<file path="src/source/ppu_pkg.sv">
//--------------------------------------------------------------------------
// shared constants and types for the background-only picture unit
// one clock per dot: 456 clocks per line, 154 lines per frame
// register addresses are the low byte of the 0xFFxx i/o window
//--------------------------------------------------------------------------
package ppu_pkg;

	//--------------------------------------------------------------------------
	// cpu register addresses
	localparam logic [7:0] addr_lcdc = 8'h40;
	localparam logic [7:0] addr_stat = 8'h41;
	localparam logic [7:0] addr_scy  = 8'h42;
	localparam logic [7:0] addr_scx  = 8'h43;
	localparam logic [7:0] addr_ly   = 8'h44;
	localparam logic [7:0] addr_lyc  = 8'h45;
	localparam logic [7:0] addr_bgp  = 8'h47;

	// palette after reset, shades 3,3,3,0
	localparam logic [7:0] bgp_reset = 8'hfc;

	//--------------------------------------------------------------------------
	// line and frame timing
	localparam logic [8:0] line_clocks   = 9'd456;
	localparam logic [7:0] frame_lines   = 8'd154;
	// lines 144..153 are vblank
	localparam logic [7:0] visible_lines = 8'd144;
	// oam search covers h 0..79
	localparam logic [8:0] oam_clocks    = 9'd80;
	localparam logic [7:0] screen_width  = 8'd160;

	// stat mode code, as read in STAT bits 1..0
	typedef enum logic [1:0] {
		mode_hblank = 2'd0,
		mode_vblank = 2'd1,
		mode_oam    = 2'd2,
		mode_xfer   = 2'd3
	} ppu_mode_e;

	// two clocks per phase, selected by h[2:1]
	typedef enum logic [1:0] {
		phase_map     = 2'd0,
		phase_data_lo = 2'd1,
		phase_data_hi = 2'd2,
		phase_load    = 2'd3
	} fetch_phase_e;

	// configuration seen by the datapath
	typedef struct packed {
		logic       lcd_on;
		logic       tile_data_sel;
		logic       bg_map_sel;
		logic       bg_on;
		logic       int_lyc;
		logic       int_oam;
		logic       int_vblank;
		logic       int_hblank;
		logic [7:0] bgp;
	} ppu_cfg_t;

	// per-clock timing from the control block
	typedef struct packed {
		logic [7:0]   line;
		logic         xfer;
		fetch_phase_e phase;
		logic         sample;
		logic         line_start;
		logic [7:0]   scx_r;
		logic [7:0]   scy_r;
	} ppu_timing_t;

endpackage

</file>
<file path="src/source/ppu_regs.sv">
//--------------------------------------------------------------------------
// cpu visible registers 0x40..0x47
// writes to LY are dropped, unmapped addresses read 0xFF
// the read path is combinational on cpu_addr
//--------------------------------------------------------------------------
`timescale 1ns/100ps

module ppu_regs (
	input  logic               clk,
	input  logic               reset,
	input  logic               cpu_sel_reg,
	input  logic               cpu_wr,
	input  logic [7:0]         cpu_addr,
	input  logic [7:0]         cpu_di,
	output logic [7:0]         cpu_do,
	input  ppu_pkg::ppu_mode_e mode,
	input  logic               lyc_match,
	input  logic [7:0]         line,
	output ppu_pkg::ppu_cfg_t  cfg,
	output logic [7:0]         scx,
	output logic [7:0]         scy,
	output logic [7:0]         lyc
);
	import ppu_pkg::*;

	logic [7:0] lcdc;
	// STAT bits 6..3: lyc, oam, vblank, hblank enables
	logic [3:0] stat_en;
	logic [7:0] bgp;

	//--------------------------------------------------------------------------
	// write decode
	always_ff @(posedge clk) begin
		if (reset) begin
			// screen starts off so the cpu can fill vram
			lcdc    <= 8'h00;
			stat_en <= 4'h0;
			scy     <= 8'h00;
			scx     <= 8'h00;
			lyc     <= 8'h00;
			bgp     <= bgp_reset;
		end else if (cpu_sel_reg && cpu_wr) begin
			case (cpu_addr)
				addr_lcdc: lcdc    <= cpu_di;
				addr_stat: stat_en <= cpu_di[6:3];
				addr_scy:  scy     <= cpu_di;
				addr_scx:  scx     <= cpu_di;
				addr_lyc:  lyc     <= cpu_di;
				addr_bgp:  bgp     <= cpu_di;
				// LY is read only
				default: ;
			endcase
		end
	end

	// only the background bits of LCDC matter here
	always_comb begin
		cfg.lcd_on        = lcdc[7];
		cfg.tile_data_sel = lcdc[4];
		cfg.bg_map_sel    = lcdc[3];
		cfg.bg_on         = lcdc[0];
		cfg.int_lyc       = stat_en[3];
		cfg.int_oam       = stat_en[2];
		cfg.int_vblank    = stat_en[1];
		cfg.int_hblank    = stat_en[0];
		cfg.bgp           = bgp;
	end

	//--------------------------------------------------------------------------
	// read mux
	always_comb begin
		case (cpu_addr)
			addr_lcdc: cpu_do = lcdc;
			// bit 7 always reads one
			addr_stat: cpu_do = {1'b1, stat_en, lyc_match, mode};
			addr_scy:  cpu_do = scy;
			addr_scx:  cpu_do = scx;
			addr_ly:   cpu_do = line;
			addr_lyc:  cpu_do = lyc;
			addr_bgp:  cpu_do = bgp;
			default:   cpu_do = 8'hff;
		endcase
	end

endmodule

</file>
<file path="src/source/ppu_ctrl.sv">
//--------------------------------------------------------------------------
// line/frame counters, mode decode and stat interrupt
// scx and scy are sampled once per line at h = 78
// with lcd off the counters sit at zero and no interrupt is raised
//--------------------------------------------------------------------------
`timescale 1ns/100ps

module ppu_ctrl (
	input  logic                 clk,
	input  logic                 reset,
	input  ppu_pkg::ppu_cfg_t    cfg,
	input  logic [7:0]           scx,
	input  logic [7:0]           scy,
	input  logic [7:0]           lyc,
	output ppu_pkg::ppu_timing_t tim,
	output ppu_pkg::ppu_mode_e   mode,
	output logic                 lyc_match,
	output logic                 irq
);
	import ppu_pkg::*;

	// dot counter 0..455 and line counter 0..153
	logic [8:0] h;
	logic [7:0] v;
	logic [7:0] scx_r;
	logic [7:0] scy_r;
	logic       extra;
	logic [8:0] xfer_end;
	logic       stat_cond;

	//--------------------------------------------------------------------------
	// counters
	always_ff @(posedge clk) begin
		if (reset || !cfg.lcd_on) begin
			h <= '0;
			v <= '0;
		end else if (h == line_clocks - 9'd1) begin
			h <= '0;
			// wrap after the last vblank line
			if (v == frame_lines - 8'd1)
				v <= '0;
			else
				v <= v + 8'd1;
		end else begin
			h <= h + 9'd1;
		end
	end

	// scrolls are taken two clocks before xfer and stay still for the line
	always_ff @(posedge clk) begin
		if (reset) begin
			scx_r <= '0;
			scy_r <= '0;
		end else if (h == oam_clocks - 9'd2) begin
			scx_r <= scx;
			scy_r <= scy;
		end
	end

	// a fine x scroll needs one more tile, so xfer grows by 8 clocks
	assign extra    = (scx_r[2:0] != 3'd0);
	assign xfer_end = oam_clocks + 9'(screen_width) + (extra ? 9'd8 : 9'd0);

	always_comb begin
		if (!cfg.lcd_on)
			mode = mode_hblank;
		else if (v >= visible_lines)
			mode = mode_vblank;
		else if (h < oam_clocks)
			mode = mode_oam;
		else if (h < xfer_end)
			mode = mode_xfer;
		else
			mode = mode_hblank;
	end

	assign lyc_match = (v == lyc);

	// fetch slot timing for the datapath
	always_comb begin
		tim.line       = v;
		tim.xfer       = (mode == mode_xfer);
		tim.phase      = fetch_phase_e'(h[2:1]);
		// vram data is taken on the odd clock of each slot
		tim.sample     = h[0];
		tim.line_start = (h == oam_clocks - 9'd1);
		tim.scx_r      = scx_r;
		tim.scy_r      = scy_r;
	end

	//--------------------------------------------------------------------------
	// any enabled stat source gives one interrupt pulse
	always_comb begin
		stat_cond = 1'b0;
		// oam start on every line including vblank
		if (cfg.int_oam && h == 9'd0)
			stat_cond = 1'b1;
		if (cfg.int_lyc && h == 9'd1 && lyc_match)
			stat_cond = 1'b1;
		// last clock of line 143
		if (cfg.int_vblank && h == line_clocks - 9'd1 && v == visible_lines - 8'd1)
			stat_cond = 1'b1;
		// first hblank clock of a visible line
		if (cfg.int_hblank && h == xfer_end && v < visible_lines)
			stat_cond = 1'b1;
	end

	always_ff @(posedge clk) begin
		if (reset)
			irq <= 1'b0;
		else
			irq <= cfg.lcd_on && stat_cond;
	end

	a_h_range: assert property (@(posedge clk) disable iff (reset)
		h < line_clocks)
		else $error("h past end of line");

endmodule

</file>
<file path="src/source/bg_fetch.sv">
//--------------------------------------------------------------------------
// background tile fetch
// map, low byte, high byte, then a load slot with no vram access
// vram_data is sampled in the same cycle the address is out
//--------------------------------------------------------------------------
`timescale 1ns/100ps

module bg_fetch (
	input  logic                 clk,
	input  logic                 reset,
	input  ppu_pkg::ppu_cfg_t    cfg,
	input  ppu_pkg::ppu_timing_t tim,
	output logic                 vram_rd,
	output logic [12:0]          vram_addr,
	input  logic [7:0]           vram_data,
	output logic [7:0]           tile_lo,
	output logic [7:0]           tile_hi,
	output logic                 load
);
	import ppu_pkg::*;

	// background line = LY + scy, row in bits 7..3, pixel row in 2..0
	logic [7:0] bg_line;
	logic [4:0] col;
	logic [7:0] tile_num;
	logic       tile_a12;
	logic       take;

	assign bg_line = tim.line + tim.scy_r;

	// signed tile numbers are based at 0x1000, so bit 12 is ~tile[7]
	assign tile_a12 = cfg.tile_data_sel ? 1'b0 : ~tile_num[7];

	always_comb begin
		case (tim.phase)
			// 0x1800 or 0x1c00, 32 entries per map row
			phase_map:     vram_addr = {2'b11, cfg.bg_map_sel, bg_line[7:3], col};
			phase_data_lo: vram_addr = {tile_a12, tile_num, bg_line[2:0], 1'b0};
			default:       vram_addr = {tile_a12, tile_num, bg_line[2:0], 1'b1};
		endcase
	end

	assign vram_rd = tim.xfer && (tim.phase != phase_load);
	assign take    = tim.xfer && tim.sample;
	assign load    = take && (tim.phase == phase_load);

	// byte latches, one per slot
	always_ff @(posedge clk) begin
		if (take) begin
			case (tim.phase)
				phase_map:     tile_num <= vram_data;
				phase_data_lo: tile_lo  <= vram_data;
				phase_data_hi: tile_hi  <= vram_data;
				default: ;
			endcase
		end
	end

	// map column, coarse scroll at line start then one step per tile
	always_ff @(posedge clk) begin
		if (reset)
			col <= '0;
		else if (tim.line_start)
			col <= tim.scx_r[7:3];
		else if (load)
			col <= col + 5'd1;
	end

	a_rd_visible: assert property (@(posedge clk) disable iff (reset)
		vram_rd |-> tim.xfer && cfg.lcd_on && tim.line < visible_lines)
		else $error("vram read outside visible xfer");

endmodule

</file>
<file path="src/source/pixel_out.sv">
//--------------------------------------------------------------------------
// pixel shifters, fine x discard and palette
// the first scx[2:0] pixels of a line are dropped
// exactly 160 strobes per visible line, latency follows the fetch
//--------------------------------------------------------------------------
`timescale 1ns/100ps

module pixel_out (
	input  logic                 clk,
	input  logic                 reset,
	input  ppu_pkg::ppu_cfg_t    cfg,
	input  ppu_pkg::ppu_timing_t tim,
	input  logic [7:0]           tile_lo,
	input  logic [7:0]           tile_hi,
	input  logic                 load,
	output logic                 lcd_clkena,
	output logic [1:0]           lcd_data
);
	import ppu_pkg::*;

	logic [7:0] sh_lo;
	logic [7:0] sh_hi;
	// shifters hold real tile data since the first load of the line
	logic       valid;
	logic [2:0] discard;
	logic [7:0] pcnt;
	logic [1:0] color;
	logic [1:0] shade;
	logic       emit;

	// leftmost pixel sits in bit 7
	assign color = {sh_hi[7], sh_lo[7]};
	assign emit  = valid && (pcnt != screen_width) && (discard == 3'd0);

	// bgp holds four 2-bit shades, colour 0 in bits 1..0
	assign shade = cfg.bg_on ? cfg.bgp[{color, 1'b0} +: 2] : 2'b00;

	//--------------------------------------------------------------------------
	// one pixel per clock; a load replaces the last pixel of the old tile
	always_ff @(posedge clk) begin
		if (load) begin
			sh_lo <= tile_lo;
			sh_hi <= tile_hi;
		end else begin
			sh_lo <= {sh_lo[6:0], 1'b0};
			sh_hi <= {sh_hi[6:0], 1'b0};
		end
	end

	always_ff @(posedge clk) begin
		if (reset || !cfg.lcd_on) begin
			valid   <= 1'b0;
			discard <= '0;
			pcnt    <= '0;
		end else if (tim.line_start) begin
			valid   <= 1'b0;
			discard <= tim.scx_r[2:0];
			pcnt    <= '0;
		end else begin
			if (load)
				valid <= 1'b1;
			// drop fine scroll pixels first, then count the visible ones
			if (valid && pcnt != screen_width) begin
				if (discard != 3'd0)
					discard <= discard - 3'd1;
				else
					pcnt <= pcnt + 8'd1;
			end
		end
	end

	// registered to the lcd
	always_ff @(posedge clk) begin
		if (reset)
			lcd_clkena <= 1'b0;
		else
			lcd_clkena <= emit;
	end

	always_ff @(posedge clk) begin
		lcd_data <= shade;
	end

	a_pcnt_limit: assert property (@(posedge clk) disable iff (reset)
		pcnt <= screen_width)
		else $error("pixel count past line width");

endmodule

</file>
<file path="src/source/ppu_top.sv">
//--------------------------------------------------------------------------
// background-only picture unit, top level
// vram_data must answer in the same cycle as vram_addr
// the lcd has to take every lcd_clkena strobe, there is no stall
//--------------------------------------------------------------------------
`timescale 1ns/100ps

module ppu_top (
	input  logic               clk,
	input  logic               reset,
	// cpu register port
	input  logic               cpu_sel_reg,
	input  logic               cpu_wr,
	input  logic [7:0]         cpu_addr,
	input  logic [7:0]         cpu_di,
	output logic [7:0]         cpu_do,
	// lcd side
	output logic               lcd_on,
	output logic               lcd_clkena,
	output logic [1:0]         lcd_data,
	output logic               irq,
	output ppu_pkg::ppu_mode_e mode,
	// vram read port
	output logic               vram_rd,
	output logic [12:0]        vram_addr,
	input  logic [7:0]         vram_data
);
	import ppu_pkg::*;

	ppu_cfg_t    cfg;
	ppu_timing_t tim;
	logic [7:0]  scx;
	logic [7:0]  scy;
	logic [7:0]  lyc;
	logic        lyc_match;
	logic [7:0]  tile_lo;
	logic [7:0]  tile_hi;
	logic        load;

	assign lcd_on = cfg.lcd_on;

	ppu_regs ppu_regs_i (
		.clk(clk), .reset(reset),
		.cpu_sel_reg(cpu_sel_reg), .cpu_wr(cpu_wr), .cpu_addr(cpu_addr),
		.cpu_di(cpu_di), .cpu_do(cpu_do),
		.mode(mode), .lyc_match(lyc_match), .line(tim.line),
		.cfg(cfg), .scx(scx), .scy(scy), .lyc(lyc)
	);

	ppu_ctrl ppu_ctrl_i (
		.clk(clk), .reset(reset), .cfg(cfg),
		.scx(scx), .scy(scy), .lyc(lyc),
		.tim(tim), .mode(mode), .lyc_match(lyc_match), .irq(irq)
	);

	bg_fetch bg_fetch_i (
		.clk(clk), .reset(reset), .cfg(cfg), .tim(tim),
		.vram_rd(vram_rd), .vram_addr(vram_addr), .vram_data(vram_data),
		.tile_lo(tile_lo), .tile_hi(tile_hi), .load(load)
	);

	pixel_out pixel_out_i (
		.clk(clk), .reset(reset), .cfg(cfg), .tim(tim),
		.tile_lo(tile_lo), .tile_hi(tile_hi), .load(load),
		.lcd_clkena(lcd_clkena), .lcd_data(lcd_data)
	);

	// every readable register comes out of reset defined
	a_cpu_do_known: assert property (@(posedge clk) disable iff (reset)
		!$isunknown(cpu_do))
		else $error("cpu_do unknown");

	// lcd off forces the counters to zero, so stat must show hblank
	a_off_hblank: assert property (@(posedge clk) disable iff (reset)
		!lcd_on |-> mode == mode_hblank)
		else $error("mode not hblank with lcd off");

endmodule

</file>
<file path="config.mk">
export PLATFORM = sky130hd
export DESIGN_NAME = ppu_top
export DESIGN_NICKNAME = d
export VERILOG_FILES = /design/src/source/ppu_pkg.sv /design/src/source/ppu_regs.sv /design/src/source/ppu_ctrl.sv /design/src/source/bg_fetch.sv /design/src/source/pixel_out.sv /design/src/source/ppu_top.sv
export SDC_FILE = /design/constraint.sdc
export NUM_CORES = 1
export LEC_CHECK = 0
export BUFFER_PORTS_ARGS = -buffer_cell sky130_fd_sc_hd__buf_4
export CORE_MARGIN = 2
export CORE_UTILIZATION = 40
export CTS_CLUSTER_DIAMETER = 50
export DETAILED_ROUTE_END_ITERATION = 12
export PLACE_DENSITY_LB_ADDON = 0.25
export SYNTH_ARGS = -nofsm -noshare
export SYNTH_HDL_FRONTEND = slang
export SYNTH_HIERARCHICAL = 1
export SYNTH_SLANG_ARGS = --single-unit
</file>
<file path="constraint.sdc">
create_clock -name clk -period 6.1 [get_ports clk]
set_input_delay 1.22 -clock clk [delete_from_list [all_inputs] [get_ports clk]]
set_output_delay 1.22 -clock clk [all_outputs]
set_load 0.01 [all_outputs]
</file>
-- After elaboration in Yosys (flattened, before gate mapping)
Index checks and enable logic that the tools add are counted.
- equality and inequality tests: 21
- muxes and demuxes: 20
- shifts and indexed selects: 1
- reduce and logical (&&, ||, !) cells: 37
- order comparisons: 4
- bitwise logic cells: 2
- $add $sub $neg: 7
- operator list (cell ; count):
    equality test 8 x 7 -> 1 bit (second input constant) ; 7
    one-hot mux 8 bit (7 select lines) ; 1
    one-hot mux 13 bit (2 select lines) ; 1
    two-way mux 8 bit ; 3
    AND reduction 2 bit ; 11
    equality test 9 x 7 -> 1 bit (second input constant) ; 2
    adder 8 x 1 -> 8 bit (second input constant) ; 2
    equality test 8 bit (second input constant) ; 2
    logical AND 1 bit ; 14
    two-way mux 5 bit ; 2
    adder 8 x 9 -> 9 bit (first input constant) ; 1
    adder 9 x 1 -> 9 bit (second input constant) ; 1
    equality test 9 x 1 -> 1 bit (second input constant) ; 1
    equality test 9 bit ; 1
    equality test 9 bit (second input constant) ; 1
    zero test 9 bit ; 1
    less-than comparator 9 x 7 -> 1 bit (second input constant) ; 1
    less-than comparator 9 bit ; 1
    two-way mux 3 bit ; 3
    adder 8 bit ; 1
    equality test 8 bit ; 1
    >= comparator 8 bit (second input constant) ; 1
    less-than comparator 8 bit (second input constant) ; 1
    two-way mux 2 bit ; 4
    17 further kinds ; 28
- bits of input ports: 28
- register bits: 138

-- Logic depth before layout (Yosys ltp)
- depth after elaboration: 13
- mapped depth: 11
- mapped depth without buffers: 9

-- By module
Netlist, hierarchy kept.
- by module, submodules not included (module ; cells each ; instances ; seq. area each (µm²) ; area an instance (µm²)):
    ppu_regs ; 253 ; 1 ; 880.8 ; 2453.6
    ppu_ctrl ; 200 ; 1 ; 680.7 ; 1729.2
    bg_fetch ; 125 ; 1 ; 820.8 ; 1432.6
    pixel_out ; 115 ; 1 ; 620.6 ; 1300.0

-- Worst setup path after synthesis
Ideal clock, no wire load.
- path kind: input to output
- start: input port cpu_addr[0]
- end: output port cpu_do[7]
- setup slack: 2537 ps
- required time: 4880 ps
- data arrival time: 2343 ps
- stages: 4
- buffers on the path: 1
- cell sequence: buf_4 > or3b_2 > a2111o_1 > nand4_1
- word-level cells in the longest chain between the ends: 2
- elaborated cells between the ends (all ways): 8
- those cells by class: eq/ne (7); mux (1)
- RTL lines (element ; line ; text):
    start: declaration ; ppu_top.sv:14 ; input logic [7:0] cpu_addr,
    equality test 8 x 7 -> 1 bit ; ppu_regs.sv:72 ; case (cpu_addr)
    one-hot mux 8 bit (7 select lines) * ; ppu_regs.sv:72 ;
    end: declaration ; ppu_top.sv:16 ; output logic [7:0] cpu_do,
Every way passes the cells marked *; elsewhere a longest branch is shown, timed or not.

==> impl_metrics.py <==
metrics = {
    "worst_setup_path": {
        "cp_cell_sequence": "o31a_1 > nor3_1 > a21boi_0 > a21boi_0 > buf_4",
        "path_max_fanout": 11,
        "cp-end-kind": "primary output",
        "cp.arrival_ns": 2.78,
        "regToRegSetupSlack_ns": 2.72,
        "path_buf_inv": 1,
        "cpPeakStageDelay_ns": 0.57,
        "cpMostUsedCell": "a21boi_0",
        "worst_path_max_delay_cell": "nor3_1",
        "cp.required_ns": 4.88,
        "crit_type": "reg2out",
        "cpLargestDelayFamily": "compound AO/OA/AOI/OAI gates",
        "cp-start-kind": "flop",
    },
    "power_and_ir_drop": {
        "power.leakage_nw": 3.266,
        "switching_share_pct": 22.17,
        "netSwitchingPower_mw": 0.4280,
        "ir_drop_mv": 0.1927,
        "pwr-share-comb_pct": 3.3,
        "total_power_mw": 1.930,
        "seqPwrFrac_pct": 48.0,
        "intPower_mw": 1.502,
        "clkPwrFrac_pct": 48.7,
        "p_per_area_nw_per_um2": 242.0,
    },
    "detailed_routing": {
        "routedWlPerCell_um": 17.98,
        "vias": 5196,
        "vias_per_cell": 5.368,
        "drtAntennaViolNets": 0,
        "first_iter_violations": 451,
        "totalWireLength_mm": 17.40,
        "dr.pass1.iters": 5,
        "drcViolationCount": 0,
    },
    "cells_and_area": {
        "diodes": 0,
        "nets": 779,
        "largest_reg_flops": 9,
        "top_register": "ppu_ctrl_i/h",
        "instances_no_fill": 968,
        "finish.utilization_pct": 46.60,
        "design_area_um2": 7976,
        "syn2layout_area_growth_pct": 15.34,
        "drive_gt1_share_pct": 18.17,
    },
    "place": {
        "dp.cells": 936,
        "pre_cts_slack_ns": 2.199,
        "detailed_place.area_um2": 7436,
        "gp_congestion": 0.8377,
        "post-dp-hpwl_mm": 12.59,
        "port_buffers": 56,
    },
    "timing": {
        "setup_slack_ns": 2.101,
        "clock_skew_ns": 0.007676,
        "whs_ns": 0.4478,
        "final-setup-viol-count": 0,
        "setup_tns_ns": 0,
        "rsz0062_at_grt": "false",
        "worst_pin_slew_ns": 1.157,
        "fin_crit_sh_pct": 65.56,
        "maxSlewViolCount": 0,
        "period_needed_ns": 3.999,
        "slew_headroom_pct": 22.57,
        "final_hold_viol_count": 0,
        "max_freq_mhz": 250.1,
    },
    "clocking": {
        "cts_max_level": 4,
        "cts.path.max_buffers": 2,
        "cts-root-buf": "clkbuf_16",
        "path_clk_slew_ns": 0.06,
        "cts_made_buffers": 17,
        "cts.repair.resized": 0,
        "cts_tree": "yes",
        "cts_setup_buffers": 0,
        "cts_hold_buf": 0,
        "cts_sinks": 138,
        "worstSkewPairLatency_ns": 0.41,
    },
    "logic_synthesis": {
        "synth-edff-count": 24,
        "postSynthAreaPerCell_um2": 9.979,
        "synth-async-reset-ratio_pct": 0,
        "synth.net_count": 742,
        "yosys_warnings": 6,
        "synth_top_cell_area_share_pct": 33.00,
        "ys_ff_latch": 138,
        "yosysSeqAreaShare_pct": 43.42,
        "syn_area_um2": 6915,
        "synth-main-ff-cell": "dfxtp_1",
        "syn_inst": 693,
        "synth.distinct_cells": 69,
        "synthTopCellsByArea": "dfxtp_1 (33%), edfxtp_1 (10%), mux2i_1 (9.6%)",
        "yosysTopAreaCell": "dfxtp_1",
    },
    "global_route": {
        "antenna_found_initial": 0,
        "grt-ovfl-total": 0,
        "grt_pass1_vias": 5295,
        "grtUsageTotal_pct": 19.72,
        "grt_pass1_wl_mm": 27.75,
        "grt_max_degree": 85,
    },
    "floorplan": {
        "ioPinCount": 57,
        "die_h_um": 135.5,
        "row_count": 48,
        "chipWidth_um": 135.5,
        "start_util_pct": 40.40,
        "coreArea_um2": 17120,
        "die-area_um2": 18360,
    },
    "run": {
        "cap_violations": 0,
    },
    "hold_path": {
        "hold_class": "reg2reg",
    },
    "run_status": {
        "run_status": "complete, no violations",
    },
}
## final timing paths
check             depth (start not counted)                   from                    to
setup / recovery                          5        ppu_ctrl_i/v[4]               vram_rd
hold reg to reg                           1  bg_fetch_i/tile_lo[0]  pixel_out_i/sh_lo[0]
setup reg to reg                          8        ppu_ctrl_i/v[4]     bg_fetch_i/col[3]
hold / removal                            1  bg_fetch_i/tile_lo[0]  pixel_out_i/sh_lo[0]
## cells in the final DEF (no fill, tap or decap), types with 6 or more instances in the layout
cell type	count
a21oi_1	21
and2_1	7
and3b_1	10
buf_4	59
clkbuf_16	18
clkinv_2	6
dfxtp_1	114
edfxtp_1	24
ha_1	20
inv_1	21
mux2_2	22
mux2i_1	66
nand2_1	38
nand2b_1	55
nand3_1	13
nand4_1	21
nor2_1	64
nor3_1	6
nor3b_1	6
o21ai_0	16
xnor2_1	21
xor2_1	7
## kinds of logic after synthesis
group,Yosys count,share of synthesized area [%]
AOI/OAI and AO/OA,82,8.124
buffers and inverters,62,4.089
adders and majority gates,21,3.908
xor gates and xnor gates,28,3.546
muxes,91,14.11
and+or+nand+nor,271,22.80
DFF,138,43.42
## routing by layer
layer	track usage (%)	share of wire, %	up-vias
met5	0	0	-
met1	24.41	44	2524
li1	-	-	2536
met4	7.350	2.3	0
met2	33.95	51	110
met3	4.003	3.3	26
## cell type report
| cell class | instances | area, µm² |
|---|---|---|
| clock buffer | 20 | 467.9 |
| clock inverter | 12 | 72.57 |
| fill | 1624 | 9140 |
| inverter | 21 | 78.83 |
| multi-input combinational | 493 | 3630 |
| sequential | 138 | 3003 |
| tap | 225 | 281.5 |
| timing repair buffer | 59 | 442.9 |
## power by group through the flow
stage | combinational, mW | clock [mW] | sequential, mW
2_1_floorplan | 0.0355 | 0 | 0.946
3_3_place_gp | 0.0624 | 0 | 0.946
3_5_place_dp | 0.0639 | 0 | 0.946
4_1_cts | 0.0639 | 0.947 | 0.926
5_1_grt | 0.0693 | 0.994 | 0.926
6_report | 0.0639 | 0.940 | 0.926
## synthesized netlist by cell type, drive strengths merged (20+ instances only)
cell type  number
a21oi          22
xnor2          21
ha             20
nand2b         56
nand2          38
dfxtp         114
inv            21
clkbuf         23
nand4          24
nor2           66
mux2           22
edfxtp         24
mux2i          66
(Power assumes the default switching activity.)
